## config.mk

```make
export PLATFORM = sky130hd
export DESIGN_NAME = quick_rs232
export DESIGN_NICKNAME = d
export VERILOG_FILES = /design/src/rtl/rs232_pkg.sv /design/src/rtl/quick_rs232.sv /design/src/rtl/rx_fifo.sv /design/src/rtl/rs232_tx.sv /design/src/rtl/rs232_rx.sv
export SDC_FILE = /design/constraint.sdc
export NUM_CORES = 1
export LEC_CHECK = 0
export BUFFER_PORTS_ARGS = -buffer_cell sky130_fd_sc_hd__clkbuf_2
export CORE_MARGIN = 8
export CORE_UTILIZATION = 61
export DETAILED_ROUTE_END_ITERATION = 16
export HOLD_SLACK_MARGIN = 0.1
export MAX_ROUTING_LAYER = met4
export PLACE_DENSITY = 0.79
export SYNTH_ARGS = -nofsm -noshare
export SYNTH_HDL_FRONTEND = slang
export SYNTH_SLANG_ARGS = --single-unit
```

## constraint.sdc

```tcl
create_clock -name clk -period 3.65 [get_ports clk]
set_clock_uncertainty 0.1 [all_clocks]
set_input_delay 0.1825 -clock clk [delete_from_list [all_inputs] [get_ports clk]]
set_output_delay 0.1825 -clock clk [all_outputs]
set_load 0.05 [all_outputs]
```

## src/rtl/rs232_pkg.sv

```systemverilog
// Shared constants for the RS-232 port
// Frame format is fixed at build time: 8 data bits, one stop bit
// Parity may be none, even or odd; mark and space are not supported
// Bit time is a whole number of clk cycles with no runtime baud setting
package rs232_pkg;

    //////////////////////////////
    // Frame format
    //////////////////////////////

    localparam int BYTE_LEN = 8;                   // Data bits per frame

    localparam int CLKS_PER_BIT = 16;              // clk cycles per bit time
    localparam int HALF_BIT = CLKS_PER_BIT / 2;    // Sample point from a start edge

    // Cycle counter must hold CLKS_PER_BIT itself
    localparam int BIT_CNT_W = $clog2(CLKS_PER_BIT + 1);

    //////////////////////////////
    // Parity
    //////////////////////////////

    localparam logic [1:0] PARITY_NONE = 2'd0;
    localparam logic [1:0] PARITY_EVEN = 2'd1;     // Even count of ones incl. parity bit
    localparam logic [1:0] PARITY_ODD  = 2'd2;     // Odd count of ones incl. parity bit

    localparam logic [1:0] PARITY_MODE = PARITY_EVEN;

    //////////////////////////////
    // Receive side
    //////////////////////////////

    // When clear, cts stays high and rts has no effect
    localparam logic FLOW_CONTROL_ON = 1'b1;

    // Received bytes held until read
    localparam int RX_FIFO_DEPTH = 16;

endpackage
```

## src/rtl/quick_rs232.sv

```systemverilog
// Full-duplex RS-232 port with a receive FIFO and RTS/CTS on the receive side
// Frame format and bit time come from the shared package
// rx and rts are used as is and must be synchronous to clk
`timescale 1ns/1ns

module quick_rs232
(
    input  logic                              clk,
    input  logic                              rst,
    input  logic                              rx,
    output logic                              tx,
    input  logic                              rts,
    output logic                              cts,
    input  logic                              rx_read,
    output logic                              rx_err,
    output logic [rs232_pkg::BYTE_LEN-1:0]    rx_data,
    output logic                              rx_byte_received,
    output logic                              rx_empty,
    input  logic                              tx_transaction,
    input  logic [rs232_pkg::BYTE_LEN-1:0]    tx_data,
    input  logic                              tx_data_ready,
    output logic                              tx_data_copied,
    output logic                              tx_busy
);

    logic                            rx_push;
    logic [rs232_pkg::BYTE_LEN-1:0]  rx_push_data;
    logic                            fifo_full;

    //////////////////////////////
    // Receive path
    //////////////////////////////

    rs232_rx u_rx
    (
        .clk              (clk),
        .rst              (rst),
        .rx               (rx),
        .rts              (rts),
        .fifo_full        (fifo_full),
        .rx_push          (rx_push),
        .rx_push_data     (rx_push_data),
        .rx_err           (rx_err),
        .rx_byte_received (rx_byte_received),
        .cts              (cts)
    );

    rx_fifo u_fifo
    (
        .clk       (clk),
        .rst       (rst),
        .push      (rx_push),
        .push_data (rx_push_data),
        .pop       (rx_read),
        .pop_data  (rx_data),
        .full      (fifo_full),
        .empty     (rx_empty)
    );

    //////////////////////////////
    // Transmit path
    //////////////////////////////

    rs232_tx u_tx
    (
        .clk            (clk),
        .rst            (rst),
        .tx_transaction (tx_transaction),
        .tx_data_ready  (tx_data_ready),
        .tx_data        (tx_data),
        .tx             (tx),
        .tx_data_copied (tx_data_copied),
        .tx_busy        (tx_busy)
    );

endmodule

```

## src/rtl/rx_fifo.sv

```systemverilog
// Synchronous FIFO for received bytes
// pop_data shows the head entry and is valid only while empty is low
// A push while full and a pop while empty are ignored
`timescale 1ns/1ns

module rx_fifo
(
    input  logic                              clk,
    input  logic                              rst,
    input  logic                              push,
    input  logic [rs232_pkg::BYTE_LEN-1:0]    push_data,
    input  logic                              pop,
    output logic [rs232_pkg::BYTE_LEN-1:0]    pop_data,
    output logic                              full,
    output logic                              empty
);

    localparam int DEPTH = rs232_pkg::RX_FIFO_DEPTH;
    localparam int PTR_W = $clog2(DEPTH);
    localparam int CNT_W = PTR_W + 1;

    logic [rs232_pkg::BYTE_LEN-1:0]  mem [DEPTH];
    logic [PTR_W-1:0]                wr_ptr;
    logic [PTR_W-1:0]                rd_ptr;
    logic [CNT_W-1:0]                count;
    logic                            do_push;
    logic                            do_pop;

    // Wrap explicitly so any depth works
    function automatic logic [PTR_W-1:0] next_ptr(input logic [PTR_W-1:0] ptr);
        return (ptr == PTR_W'(DEPTH - 1)) ? '0 : ptr + 1'b1;
    endfunction

    assign do_push = push && !full;
    assign do_pop  = pop && !empty;

    assign full     = (count == CNT_W'(DEPTH));
    assign empty    = (count == '0);
    assign pop_data = mem[rd_ptr];

    always_ff @(posedge clk)
    begin
        if (do_push)
            mem[wr_ptr] <= push_data;
    end

    always_ff @(posedge clk)
    begin
        if (rst)
        begin
            wr_ptr <= '0;
            rd_ptr <= '0;
            count  <= '0;
        end
        else
        begin
            if (do_push)
                wr_ptr <= next_ptr(wr_ptr);
            if (do_pop)
                rd_ptr <= next_ptr(rd_ptr);
            case ({do_push, do_pop})
                2'b10:   count <= count + 1'b1;
                2'b01:   count <= count - 1'b1;
                default: count <= count;      // Both or neither
            endcase
        end
    end

endmodule

```

## src/rtl/rs232_tx.sv

```systemverilog
// RS-232 transmitter, 8 data bits LSB first, optional parity, one stop bit
// A byte is taken in idle while tx_transaction and tx_data_ready are both high
// A request held high is taken again in the first idle cycle after the stop bit
// tx_data_ready is ignored while a frame is in flight
`timescale 1ns/1ns

module rs232_tx
(
    input  logic                              clk,
    input  logic                              rst,
    input  logic                              tx_transaction,
    input  logic                              tx_data_ready,
    input  logic [rs232_pkg::BYTE_LEN-1:0]    tx_data,
    output logic                              tx,
    output logic                              tx_data_copied,
    output logic                              tx_busy
);

    localparam int CNT_W = rs232_pkg::BIT_CNT_W;
    localparam int IDX_W = $clog2(rs232_pkg::BYTE_LEN);

    localparam logic [CNT_W-1:0] BIT_LAST = CNT_W'(rs232_pkg::CLKS_PER_BIT - 1);
    localparam logic [IDX_W-1:0] IDX_LAST = IDX_W'(rs232_pkg::BYTE_LEN - 1);

    localparam logic [2:0] ST_IDLE   = 3'd0;
    localparam logic [2:0] ST_START  = 3'd1;
    localparam logic [2:0] ST_DATA   = 3'd2;
    localparam logic [2:0] ST_PARITY = 3'd3;
    localparam logic [2:0] ST_STOP   = 3'd4;

    logic [2:0]                      state;
    logic [CNT_W-1:0]                cnt;
    logic [IDX_W-1:0]                bit_idx;
    logic [rs232_pkg::BYTE_LEN-1:0]  tx_buf;
    logic                            accept;
    logic                            bit_done;
    logic                            parity_bit;

    assign accept   = (state == ST_IDLE) && tx_transaction && tx_data_ready;
    assign bit_done = (cnt == BIT_LAST);

    // Even parity is the XOR of the byte, odd parity its inverse
    assign parity_bit = (^tx_buf) ^ (rs232_pkg::PARITY_MODE == rs232_pkg::PARITY_ODD);

    always_ff @(posedge clk)
    begin
        if (accept)
            tx_buf <= tx_data;
    end

    //////////////////////////////
    // Serialiser FSM
    //////////////////////////////

    always_ff @(posedge clk)
    begin
        if (rst)
        begin
            state          <= ST_IDLE;
            cnt            <= '0;
            bit_idx        <= '0;
            tx             <= 1'b1;    // Line idles high
            tx_data_copied <= 1'b0;
            tx_busy        <= 1'b0;
        end
        else
        begin
            tx_data_copied <= 1'b0;
            cnt            <= cnt + 1'b1;
            case (state)
                ST_IDLE:
                begin
                    cnt <= '0;
                    if (accept)
                    begin
                        tx             <= 1'b0;   // Start bit from this edge
                        tx_data_copied <= 1'b1;
                        tx_busy        <= 1'b1;
                        state          <= ST_START;
                    end
                end
                ST_START:
                begin
                    if (bit_done)
                    begin
                        cnt     <= '0;
                        bit_idx <= '0;
                        tx      <= tx_buf[0];
                        state   <= ST_DATA;
                    end
                end
                ST_DATA:
                begin
                    if (bit_done)
                    begin
                        cnt     <= '0;
                        bit_idx <= bit_idx + 1'b1;
                        if (bit_idx != IDX_LAST)
                            tx <= tx_buf[bit_idx + 1'b1];
                        else if (rs232_pkg::PARITY_MODE == rs232_pkg::PARITY_NONE)
                        begin
                            tx    <= 1'b1;
                            state <= ST_STOP;
                        end
                        else
                        begin
                            tx    <= parity_bit;
                            state <= ST_PARITY;
                        end
                    end
                end
                ST_PARITY:
                begin
                    if (bit_done)
                    begin
                        cnt   <= '0;
                        tx    <= 1'b1;
                        state <= ST_STOP;
                    end
                end
                ST_STOP:
                begin
                    if (bit_done)
                    begin
                        tx_busy <= 1'b0;
                        state   <= ST_IDLE;
                    end
                end
                default:
                begin
                    tx    <= 1'b1;
                    state <= ST_IDLE;
                end
            endcase
        end
    end

endmodule

```

## src/rtl/rs232_rx.sv

```systemverilog
// RS-232 receiver, 8 data bits, optional parity, one stop bit
// rx is sampled directly, so it must already be synchronous to clk
// A frame with bad parity, a low stop bit or a full FIFO is dropped with rx_err
// cts is registered and lags rts and fifo_full by one cycle
`timescale 1ns/1ns

module rs232_rx
(
    input  logic                              clk,
    input  logic                              rst,
    input  logic                              rx,
    input  logic                              rts,
    input  logic                              fifo_full,
    output logic                              rx_push,
    output logic [rs232_pkg::BYTE_LEN-1:0]    rx_push_data,
    output logic                              rx_err,
    output logic                              rx_byte_received,
    output logic                              cts
);

    localparam int CNT_W = rs232_pkg::BIT_CNT_W;
    localparam int IDX_W = $clog2(rs232_pkg::BYTE_LEN);

    localparam logic [CNT_W-1:0] HALF_LAST = CNT_W'(rs232_pkg::HALF_BIT - 1);
    localparam logic [CNT_W-1:0] BIT_LAST  = CNT_W'(rs232_pkg::CLKS_PER_BIT - 1);
    localparam logic [IDX_W-1:0] IDX_LAST  = IDX_W'(rs232_pkg::BYTE_LEN - 1);

    localparam logic [2:0] ST_HUNT   = 3'd0;
    localparam logic [2:0] ST_START  = 3'd1;
    localparam logic [2:0] ST_DATA   = 3'd2;
    localparam logic [2:0] ST_PARITY = 3'd3;
    localparam logic [2:0] ST_STOP   = 3'd4;
    localparam logic [2:0] ST_WAIT   = 3'd5;   // Stop sampled, wait for line high

    logic [2:0]                      state;
    logic [CNT_W-1:0]                cnt;
    logic [IDX_W-1:0]                bit_idx;
    logic                            par_acc;   // XOR of data and parity bits so far
    logic                            push_q;
    logic                            err_q;
    logic                            half_done;
    logic                            bit_done;
    logic                            parity_ok;
    logic [rs232_pkg::BYTE_LEN-1:0]  shreg;

    assign half_done = (cnt == HALF_LAST);
    assign bit_done  = (cnt == BIT_LAST);

    // Even parity leaves an even count of ones, odd parity an odd count
    assign parity_ok = (rs232_pkg::PARITY_MODE == rs232_pkg::PARITY_NONE) ||
                       (par_acc == (rs232_pkg::PARITY_MODE == rs232_pkg::PARITY_ODD));

    //////////////////////////////
    // Frame FSM
    //////////////////////////////

    always_ff @(posedge clk)
    begin
        if (rst)
        begin
            state   <= ST_HUNT;
            cnt     <= '0;
            bit_idx <= '0;
            par_acc <= 1'b0;
            push_q  <= 1'b0;
            err_q   <= 1'b0;
        end
        else
        begin
            push_q <= 1'b0;
            err_q  <= 1'b0;
            cnt    <= cnt + 1'b1;
            case (state)
                ST_HUNT:
                begin
                    cnt <= '0;
                    if (!rx)
                        state <= ST_START;
                end
                ST_START:
                begin
                    if (half_done)
                    begin
                        cnt     <= '0;
                        bit_idx <= '0;
                        par_acc <= 1'b0;
                        state   <= rx ? ST_HUNT : ST_DATA;   // Glitch, back to hunting
                    end
                end
                ST_DATA:
                begin
                    if (bit_done)
                    begin
                        cnt     <= '0;
                        par_acc <= par_acc ^ rx;
                        bit_idx <= bit_idx + 1'b1;
                        if (bit_idx == IDX_LAST)
                        begin
                            if (rs232_pkg::PARITY_MODE == rs232_pkg::PARITY_NONE)
                                state <= ST_STOP;
                            else
                                state <= ST_PARITY;
                        end
                    end
                end
                ST_PARITY:
                begin
                    if (bit_done)
                    begin
                        cnt     <= '0;
                        par_acc <= par_acc ^ rx;
                        state   <= ST_STOP;
                    end
                end
                ST_STOP:
                begin
                    if (bit_done)
                    begin
                        cnt   <= '0;
                        state <= ST_WAIT;
                        // Bad stop, bad parity and overrun all end here
                        if (rx && parity_ok && !fifo_full)
                            push_q <= 1'b1;
                        else
                            err_q <= 1'b1;
                    end
                end
                ST_WAIT:
                begin
                    cnt <= '0;
                    if (rx)
                        state <= ST_HUNT;
                end
                default:
                begin
                    state <= ST_HUNT;
                end
            endcase
        end
    end

    // Data shift register, LSB arrives first
    always_ff @(posedge clk)
    begin
        if (state == ST_DATA && bit_done)
            shreg <= {rx, shreg[rs232_pkg::BYTE_LEN-1:1]};
    end

    // Clear to send only while the peer asks and there is room
    always_ff @(posedge clk)
    begin
        if (rst)
            cts <= 1'b0;
        else if (rs232_pkg::FLOW_CONTROL_ON)
            cts <= rts && !fifo_full;
        else
            cts <= 1'b1;
    end

    assign rx_push          = push_q;
    assign rx_byte_received = push_q;
    assign rx_push_data     = shreg;
    assign rx_err           = err_q;

endmodule

```

==> Word level (Yosys, flattened, before mapping) <==
Memory sizes are Yosys's and may differ from the RTL's. A register that Yosys moved wholly into a read port is not among the register bits.
Index checks and enable logic that the tools add are counted.
{ "word_totals": {"register_bits": 58, "ramBits": 128, "in_bits": 15, "elab_cells": 149, "mem_count": 1} }
{ "classes": {"n_addsub": 8, "order_cmp": 1, "n_eq_ne": 33, "mux": 50, "bitwise": 6, "reduce_logical": 32} }
{ "mem_list": {"columns": ["memory", "depth", "word_bits", "read_ports", "rd_ports_with_merged_regs", "write_ports", "line", "rtl"], "rows": [
  ["u_fifo.mem", 16, 8, 1, 1, 1, "rx_fifo.sv:22", "logic [rs232_pkg::BYTE_LEN-1:0] mem [DEPTH];"]
]} }
{ "ops": {"columns": ["op", "count"], "rows": [
  ["two-way mux 3 bit", 16],
  ["!= test 2 x 1 -> 1 bit (second input constant)", 11],
  ["one-hot mux 5 bit (2 select lines)", 2],
  ["one-hot mux 3 bit (6 select lines)", 1],
  ["two-way mux 4 bit", 4],
  ["adder 5 x 1 -> 5 bit (second input constant)", 3],
  ["two-way mux 1 bit", 15],
  ["two-way mux 5 bit", 3],
  ["one-hot mux 3 bit (5 select lines)", 1],
  ["one-hot mux 5 bit (3 select lines)", 1],
  ["== test 3 x 2 -> 1 bit (second input constant)", 4],
  ["== test 3 bit (second input constant)", 4],
  ["one-hot mux 3 bit (2 select lines)", 2],
  ["AND reduction 3 bit", 4],
  ["== test 5 x 4 -> 1 bit (second input constant)", 2],
  ["nonzero test 2 bit", 5],
  ["OR reduction 3 bit", 3],
  ["adder 4 x 1 -> 4 bit (second input constant)", 2],
  ["== test 4 bit (second input constant)", 2],
  ["logical AND 1 bit", 8],
  ["parity 8 bit", 1],
  ["AND reduction 7 bit", 1],
  ["adder 3 x 1 -> 3 bit (second input constant)", 2],
  ["== test 3 x 1 -> 1 bit (second input constant)", 2],
  ["20 further kinds", 31]
]} }

==> Longest topological paths before layout <==
Gate-level depths: netlist (run 1).
{ "logic_depth": {"ltp_word": 6, "mapped_depth": 13} }

==> Hierarchy <==
From an unflattened synthesis (run 1), not the netlist that was laid out.
{ "hier_totals": {"cells_unflattened": 521, "area_unflattened_um2": 8161.6} }
{ "modules_own_cells": {"columns": ["module", "instances", "cells_per_inst", "area_each_um2", "seq_area_each_um2"], "rows": [
  ["rx_fifo", 1, 296, 5855.6, 4184.0],
  ["rs232_tx", 1, 123, 1198.6, 520.5],
  ["rs232_rx", 1, 102, 1107.3, 540.5]
]} }

==> Worst setup path before layout (run 1) <==
OpenSTA, ideal clock, no wires.
{ "synth_timing": {"path_kind": "flip-flop to flip-flop", "start": "register u_fifo.count[1]", "end": "register u_fifo.count[2]", "setup_ns": 0.071, "arrival_time_ns": 2.598, "required_time_ns": 3.479, "path_slack_ns": 0.881, "path_stages_with_launch": 13, "path_buffers": 2, "period_less_slack_ns": 2.769, "cell_sequence": "dfxtp_1 buf_4 or4_4 o21ai_2 inv_2 ha_1 clkbuf_1 xor2_1 ha_1 a21oi_1 xor2_1 or3_1 a21oi_1"} }
{ "synth_between": {"elab_chain_cells": 5, "word_cells_on_any_way": 12, "classes_between": "2 x add/sub; 3 x eq/ne; 1 x mux; 6 x reduce/logical"} }
{ "synth_lines": {"columns": ["element", "line", "rtl"], "rows": [
  ["start: declaration", "rx_fifo.sv:25", "logic [CNT_W-1:0] count;"],
  ["start signal: assignment", "rx_fifo.sv:62", "2'b10: count <= count + 1'b1;"],
  ["start signal: assignment", "rx_fifo.sv:63", "2'b01: count <= count - 1'b1;"],
  ["start signal: assignment", "rx_fifo.sv:64", "default: count <= count;"],
  ["== test 5 bit / zero test 5 bit (equally long branches)", "rx_fifo.sv:37, rx_fifo.sv:38", null],
  ["zero test 1 bit (on tied branches)", "rx_fifo.sv:34, rx_fifo.sv:35", null],
  ["logical AND 1 bit (on tied branches)", "rx_fifo.sv:34, rx_fifo.sv:35", null],
  ["== test 2 x 1 -> 1 bit / == test 2 bit (equally long branches)", "rx_fifo.sv:61", "case ({do_push, do_pop})"],
  ["one-hot mux 5 bit (2 select lines) / nonzero test 2 bit (equally long branches)", null, null]
]} }
Several ways; a longest one is shown, not always the timed one.
A chain may end at the register's enable or synchronous reset.

==> results summary, run 1 <==
The number of inserted diodes is 0. The transition time at the pin with the least slew margin came out at 0.915 ns. The standby leakage power came out at just over 0.003 µW. The data arrival time of the critical path came out at 2.81 ns. The count of hold buffers inserted by post-cts repair is 14. The number of hold violations in the final report is 0.

Data on the critical path is required at its endpoint by 3.37 ns. The worst setup path is captured at a primary output. The number of max-slew violations in the final report is 0. The max-cap violation count is 0. The share of the cycle needed by the critical path after routing is between 80% and 90%.

The first routing iteration left just over 400 violations. The clock transition time at the flip-flop clock pins of the worst setup and hold paths is ~0.07 ns. The flip-flop cell with the highest count after synthesis is sky130_fd_sc_hd__edfxtp_1. In this run the worst hold path is classified as primary input to register. The endpoint of the worst hold path is u_rx.state[2]. The core outline area is between 0.01 and 0.015 mm². The number of clock buffers inserted by TritonCTS came out at 17. TritonCTS built the clock tree. The aggregate global-route resource usage is around a fifth. The number of different library cells in the post-synthesis netlist came out at 56. The clock reaches the later pin of the worst-skew pair after roughly 0.43 ns. The most common cell after layout, fill and taps aside is sky130_fd_sc_hd__edfxtp_1. Headroom to the max-slew limit came out at between 30% and 40%. The number of buffers inserted by port buffering came out at 29. The launching point of the worst reg2reg path is u_fifo.count[1]. The number of gates resized after cts came out at 0. Power spread over the standard cell area amounts to approximately 470 mW/mm². The number of warnings reported in the yosys synthesis log came out at 0.

The library cells used most frequently in the layout, excluding fill and tap cells, are sky130_fd_sc_hd__edfxtp_1 (144), sky130_fd_sc_hd__nor2_1 (46), sky130_fd_sc_hd__dfxtp_1 (45). The hold path startpoint is rst. The top achievable clock speed came out at 323 MHz. The placed cell area is slightly above 0.008 mm².

The sum of internal, switching and leakage power came out at about 4200 µW. CTS placed an instance of sky130_fd_sc_hd__clkbuf_16 at the clock tree root. The flow ran to the end, and the final reports show no timing, DRC or antenna violations. Leaving out filler cells and counting taps, the final layout contains ~740.

IR analysis of the VDD net gives a maximum drop of 0.296 mV. The synthesized design contains around 140 enable-type register cells. The height of the die is 130 µm. The worst path needs just over 3 ns of the cycle, external delays included. At the placement stage, the worst setup path has a slack of around 0.8 ns. The combined area of all synthesized cells is approximately 0.0080 mm². The start-to-end type of the worst setup path is register to primary output.

The setup slack of the critical path after layout came out at about 0.55 ns. Setup repair after global routing left no endpoint under its margin. The net count after synthesis came out at around 540.

Traced cell by cell, the critical path runs through buf_4, mux4_1, mux4_2, clkbuf_2. The pre-antenna-repair detailed-routing pass consisted of 5 iterations. The number of nets in the final layout is 587. The worst register-to-register path has a setup slack of between 0.7 and 0.8 ns. Along the worst path, the maximum fanout reaches 20. The effective utilization at floorplan came out at 62.8%. For this block, the routed nets add up to 14900 µm of wire. The largest net degree at the start of global routing came out at 38. The number of buffers inserted to repair setup after CTS is 0. The share of the yosys chip area belonging to registers is 65.9%. In this run the critical register-to-register path is captured at u_fifo.count[2]. The floorplan step defined a die boundary enclosing roughly 0.017 mm². Setup total negative slack on the finished layout was measured at 0 ns. The number of cells on the worst reg-to-reg path came out at 10. The remaining antenna violation count is 0. The detailed router placed 4373 vias in this run.

The cell count after synthesis is between 500 and 600. The final number of setup-violating endpoints is 0. The hold path depth came out at 2. The congestion estimate from routability-driven global placement came to around 0.8. For this run, asynchronously set or reset flops after synthesis account for 0%. The synthesis-to-finish area growth is 12.5%. The post-DP HPWL is 9320 µm. The maximum level of the CTS H-tree came out at 4. The overflow left after global routing is 0.

The maximum cell stage delay along the critical path came out at approximately 0.73 ns. Dividing the detail-routed wire length by the instance count gives just over 20 µm. The proportion of layout cells with a drive suffix above 1 is roughly 17%. The per-cell via count in the routed design came out at just under 6. The number of placement rows came out at about 40. The die width came out at ~130 µm.

Counting every sink on the clock net gives 190. The post-synthesis area per instance came out at around 16 µm². The post-route cell area is between 0.008 and 0.009 mm². The initial antenna violation count was 0.

The slowest stage of the critical path is the sky130_fd_sc_hd__dfxtp_2 cell. The element type at the critical path start is a register. The buffering stage count on the worst path with inverters included is 2. After detailed placement, the design holds a cell count of 691. The longest clock path from root to sink contains 2 buffers. The wire length of the first global-routing pass came out at around 24000 µm. The via count of the first global-routing pass is between 4k and 5k. The cell family contributing the most delay on the critical path is multiplexers. The top-level I/O count came out at 30. The number of filler instances in the final layout came out at roughly 800. The count of unresolved DRC violations after routing is 0. The synthesized design contains 190 register bits.
## final cells by class
class                      count  area (µm²)  share of cell area, %
clock buffer                  23         510                   5.70
clock inverter                 9        80.1                  0.894
inverter                      13        48.8                  0.545
multi-input combinational    280        2520                   28.1
sequential                   190        5250                   58.6
tap                          172         215                   2.40
timing repair buffer          50         338                   3.77
## report_power, final
group | switching [µW] | internal [µW]
Clock | 755 | 1050
Combinational | 41.0 | 34.4
Sequential | 10.1 | 2310
Total | 806 | 3390
## Yosys cell counts (3+ instances only)
cell | n | area (µm²)
sky130_fd_sc_hd__mux2i_1 | 3 | 30.0
sky130_fd_sc_hd__nand3b_1 | 5 | 37.5
sky130_fd_sc_hd__o21ai_0 | 9 | 45.0
sky130_fd_sc_hd__clkbuf_1 | 16 | 60.1
sky130_fd_sc_hd__buf_1 | 4 | 15.0
sky130_fd_sc_hd__a21oi_1 | 30 | 150
sky130_fd_sc_hd__xor2_1 | 10 | 87.6
sky130_fd_sc_hd__edfxtp_1 | 144 | 4320
sky130_fd_sc_hd__mux4_2 | 17 | 383
sky130_fd_sc_hd__a21o_1 | 3 | 22.5
sky130_fd_sc_hd__nand2_1 | 26 | 97.6
sky130_fd_sc_hd__dfxtp_1 | 46 | 921
sky130_fd_sc_hd__nand3_1 | 11 | 55.1
sky130_fd_sc_hd__xnor2_1 | 8 | 70.1
sky130_fd_sc_hd__nor2b_1 | 6 | 37.5
sky130_fd_sc_hd__ha_1 | 20 | 250
sky130_fd_sc_hd__nor3_1 | 8 | 40.0
sky130_fd_sc_hd__inv_1 | 11 | 41.3
sky130_fd_sc_hd__mux4_1 | 24 | 631
sky130_fd_sc_hd__nand2b_1 | 11 | 68.8
sky130_fd_sc_hd__nor2_1 | 46 | 173
## state kept, by name, indices dropped and copies added (netlist names), named ones only
name	count
u_tx.tx_data_copied	1
u_fifo.wr_ptr	4
u_rx.rx_err	1
u_tx.tx_buf	8
u_tx.cnt	5
u_tx.tx	1
u_fifo.count	5
u_rx.par_acc	1
u_fifo.mem	128
u_rx.cts	1
u_rx.cnt	5
u_rx.state	3
u_tx.tx_busy	1
u_fifo.rd_ptr	4
u_rx.rx_push_data	8
u_rx.bit_idx	3
u_tx.state	3
u_tx.bit_idx	3
u_rx.rx_byte_received	1
## layer usage
layer | share of wire (%) | global-route usage (%) | vias up
met5 | 0 | - | -
met4 | 2.0 | 7.79 | 0
met3 | 4.4 | 4.57 | 20
met2 | 51 | 32.1 | 117
met1 | 43 | 22.7 | 2198
li1 | - | - | 2038
## kinds of logic after synthesis
logic type      after synthesis  synth area share [%]
flops                       190                  65.9
simple gates                131                  8.14
compound gates               65                  4.95
mux                          46                  13.4
buf+inv                      39                  2.51
fa+ha+maj                    20                  3.14
xor+xnor                     18                  1.98
## worst reg2reg max path, stage by stage (launching register included)
cell and delay (ns):
sky130_fd_sc_hd__dfxtp_1 0.40, sky130_fd_sc_hd__or4_4 0.55, sky130_fd_sc_hd__o21ai_2 0.22, sky130_fd_sc_hd__inv_2 0.09, sky130_fd_sc_hd__ha_1 0.32, sky130_fd_sc_hd__xor2_1 0.18, sky130_fd_sc_hd__ha_1 0.25, sky130_fd_sc_hd__a21oi_1 0.15
sky130_fd_sc_hd__xor2_1 0.09, sky130_fd_sc_hd__or3_1 0.31, sky130_fd_sc_hd__a21oi_1 0.13
## stage by stage
stage	utilization, %	hold WS [ns]
final	70.7	0.310
after global routing	70.7	0.370
after CTS	70.7	0.307
after detailed placement	64.9	0.261
after global placement	64.9	0.259
after floorplan	-	0.181
## worst max path at each step
stage,start,end,slack (ns),depth (start not counted)
6_report,register,rx_data[4],0.55,4
5_1_grt,register,rx_data[4],0.46,4
4_1_cts,register,rx_data[4],0.52,4
3_5_place_dp,u_fifo.count[1],u_fifo.count[2],0.78,10
3_3_place_gp,u_fifo.count[1],u_fifo.count[2],0.89,10
2_1_floorplan,u_fifo.count[1],u_fifo.count[2],0.88,12
Note: power is estimated with default switching activity, not from simulation.
==> inputs of run 2 (changes only) <==
==> constraint.sdc (replaced) <==
create_clock -name clk -period 3 [get_ports clk]
set_clock_uncertainty 0.1 [all_clocks]
set_input_delay 0.15 -clock clk [delete_from_list [all_inputs] [get_ports clk]]
set_output_delay 0.15 -clock clk [all_outputs]
set_load 0.05 [all_outputs]
==> results summary, run 2 (synthesis results as in run 1) <==
The worst slew slack as a fraction of its limit is 50.4% (+12 points). The required time of the critical path came out at 3.25 ns (-0.12 ns). The maximum fanout count along the critical path came out at 9 (-55%).

The standby leakage power came out at 0.00309 µW (+2.2%). Compared with the post-synthesis result, the final layout area differs by 13.8%. The most common cell after layout, fill and taps aside is sky130_fd_sc_hd__edfxtp_1. The number of flip-flops in the largest register came out at 128 (unchanged). STA classifies the critical path endpoint as a register. More flip-flops sit in one register than any other, and that register is u_fifo.mem.

The count of unresolved DRC violations after routing is 0 (unchanged). The initial detailed-routing violation count came out at 281 (-31%). The power per cell area came out at 569 mW/mm² (+21%). The number of placement rows is 41 (unchanged). The minimum period implied by the final worst setup slack is about 2.8 ns. The largest net degree at the start of global routing is 38 (unchanged).

The wire length of the first global-routing pass came out at 23000 µm (-2.5%). The number of filler instances in the final layout is 824 (+1.5%). The remaining antenna violation count came out at 0 (unchanged). The TritonCTS clock tree is done. The per-cell via count in the routed design is 5.84 (-1.6%). The clock latency reported for the late side of the worst-skew pair came out at 0.43 ns (about the same). The overflow left after global routing is 0 (unchanged). The buffering stage count on the worst path with inverters included is 1 (-1).

Dividing the final minimum period by the clock period gives roughly 92%. Static timing analysis puts the maximum clock frequency at approximately 360 MHz. The number of cells on the critical path is 10 (+6).

The top-level I/O count is 30 (unchanged). The total via count in the routed design came to 4368 (-0.11%). The clock transition time at the flip-flop clock pins of the worst setup and hold paths is 0.07 ns (about the same).

The aggregate global-route resource usage is 19.0% (-0.43 points). The largest individual stage delay along the critical path comes from the cell sky130_fd_sc_hd__or4_4. The number of buffers on the longest clock path is 2 (unchanged).

In this run the worst setup path terminates at u_fifo.count[2]. The proportion of layout cells with a drive suffix above 1 is 18.2% (+1.6 points). The max-cap violation count came to 0 (unchanged). The number of clock sinks came out at 190 (unchanged). The final number of setup-violating endpoints came out at 0 (unchanged). The via count of the first global-routing pass came to 4451 (+0.29%). The final cell count without fillers is 748 (+1.5%). In this run the worst hold path is classified as primary input to register. The flow ran to the end, and the final reports show no timing, DRC or antenna violations. The worst setup path is of the register to register kind.

The signal on the critical path passes through or4_4, o21ai_2, inv_2, ha_2, xor2_1, ha_1, a21oi_1, xor2_1, or3_1, a21oi_1. The maximum level of the CTS H-tree came to 4 (unchanged). STA classifies the critical path startpoint as a register. The number of nets in the final layout came out at 598 (+1.9%). The area enclosed by the die boundary is 0.0170 mm² (unchanged). The average wire per standard cell came out at 19.3 µm (-4.5%).

The number of buffers inserted by port buffering is 29 (unchanged). The root cell of the clock tree is sky130_fd_sc_hd__clkbuf_16. The height of the die is 130 µm (unchanged). The total detailed-routing wirelength is 14400 µm (-3.1%). The post-DP HPWL is 9290 µm (-0.32%). The data arrival time of the critical path is 3.03 ns (+0.22 ns). The launching point of the worst reg2reg path is u_fifo.count[1]. Leaving out fill and tap cells, the most frequent cells in the layout are sky130_fd_sc_hd__edfxtp_1 (144), sky130_fd_sc_hd__nor2_1 (46), sky130_fd_sc_hd__dfxtp_1 (45). Tracing the worst setup path back leads to its startpoint at u_fifo.count[1]. The end of the worst register-to-register path is u_fifo.count[2]. The core outline area is 0.0127 mm² (unchanged).

The number of instances in the placed design came out at 702 (+1.6%). The transition time at the pin with the least slew margin came out at 0.744 ns (-0.171 ns). The number of cells on the worst reg-to-reg path was 10 (unchanged).

The number of clock buffers inserted by TritonCTS is 17 (unchanged). The largest vdd supply drop is 0.355 mV (+20%). The effective utilization at floorplan came out at 62.8% (unchanged).

The maximum cell stage delay along the critical path came out at 0.55 ns (-0.18 ns). The final weighted congestion of routability-driven global placement is 0.792 (-0.41%). The number of inserted diodes is 0 (unchanged).

Setup repair after global routing left no endpoint under its margin. The number of detailed-routing iterations run before antenna repair came out at 4 (-1). The initial antenna violation count came out at 0 (unchanged).

The setup total negative slack is 0 ns (unchanged). The reg2reg setup slack is 0.23 ns (-0.53 ns). The number of max-slew violations in the final report came out at 0 (unchanged). The die width is 130 µm (unchanged).

The number of buffers inserted to repair setup after CTS is 0 (unchanged). The cell family contributing the most delay on the critical path is simple AND/OR/NAND/NOR gates. The number of hold violations in the final report came out at 0 (unchanged).
==> run 2: worst min path at each step <==
stage,startpoint,end,depth (start not counted)
floorplan,rx,u_rx.rx_push_data[7],0
global placement,tx_data[5],u_tx.tx_buf[5],1
detailed placement,tx_data[7],u_tx.tx_buf[7],1
CTS,rst,u_rx.bit_idx[0],2
global route,tx_data[2],u_tx.tx_buf[2],2
finish,rst,u_rx.bit_idx[0],2
==> run 2: what timing repair did <==
item	4_1_cts	5_1_grt
hold buffers	14	0
hold endpoints to repair	22	0
resized for setup	0	2
endpoints found under the setup margin	0	2
==> run 2: routing by layer <==
| layer | wire length [µm] | GRT usage, % |
|---|---|---|
| met5 | 0 | - |
| met4 | 283 | 8.61 |
| met3 | 857 | 4.73 |
| met2 | 7390 | 30.9 |
| met1 | 5910 | 22.1 |
==> run 2: power by group <==
group	leakage (µW)	total, µW	internal (µW)	switching, µW
combinational	0.00114	93.8	43.3	50.5
clock	0.000286	2250	1310	935
sequential	0.00167	2820	2800	12.6
==> run 2: metrics by stage <==
stage	total power [µW]	area (µm²)	hold WS [ns]	util, %	setup WS [ns]
after floorplan	2930	7960	0.149	-	0.231
after global placement	2950	8320	0.227	65.7	0.247
after detailed placement	2950	8320	0.229	65.7	0.150
after CTS	5190	9050	0.282	71.5	0.129
after global routing	5280	9060	0.327	71.5	0.0539
final	5160	9060	0.283	71.5	0.225
==> run 2: cell type report <==
type,count,area [µm²],share of cell area (%)
flip-flops and latches,190,5250,57.9
multi-input cells,280,2520,27.8
inverters,13,48.8,0.539
well taps,172,215,2.38
clock inverters,14,166,1.84
repair buffers,61,433,4.78
clock buffers,18,429,4.74
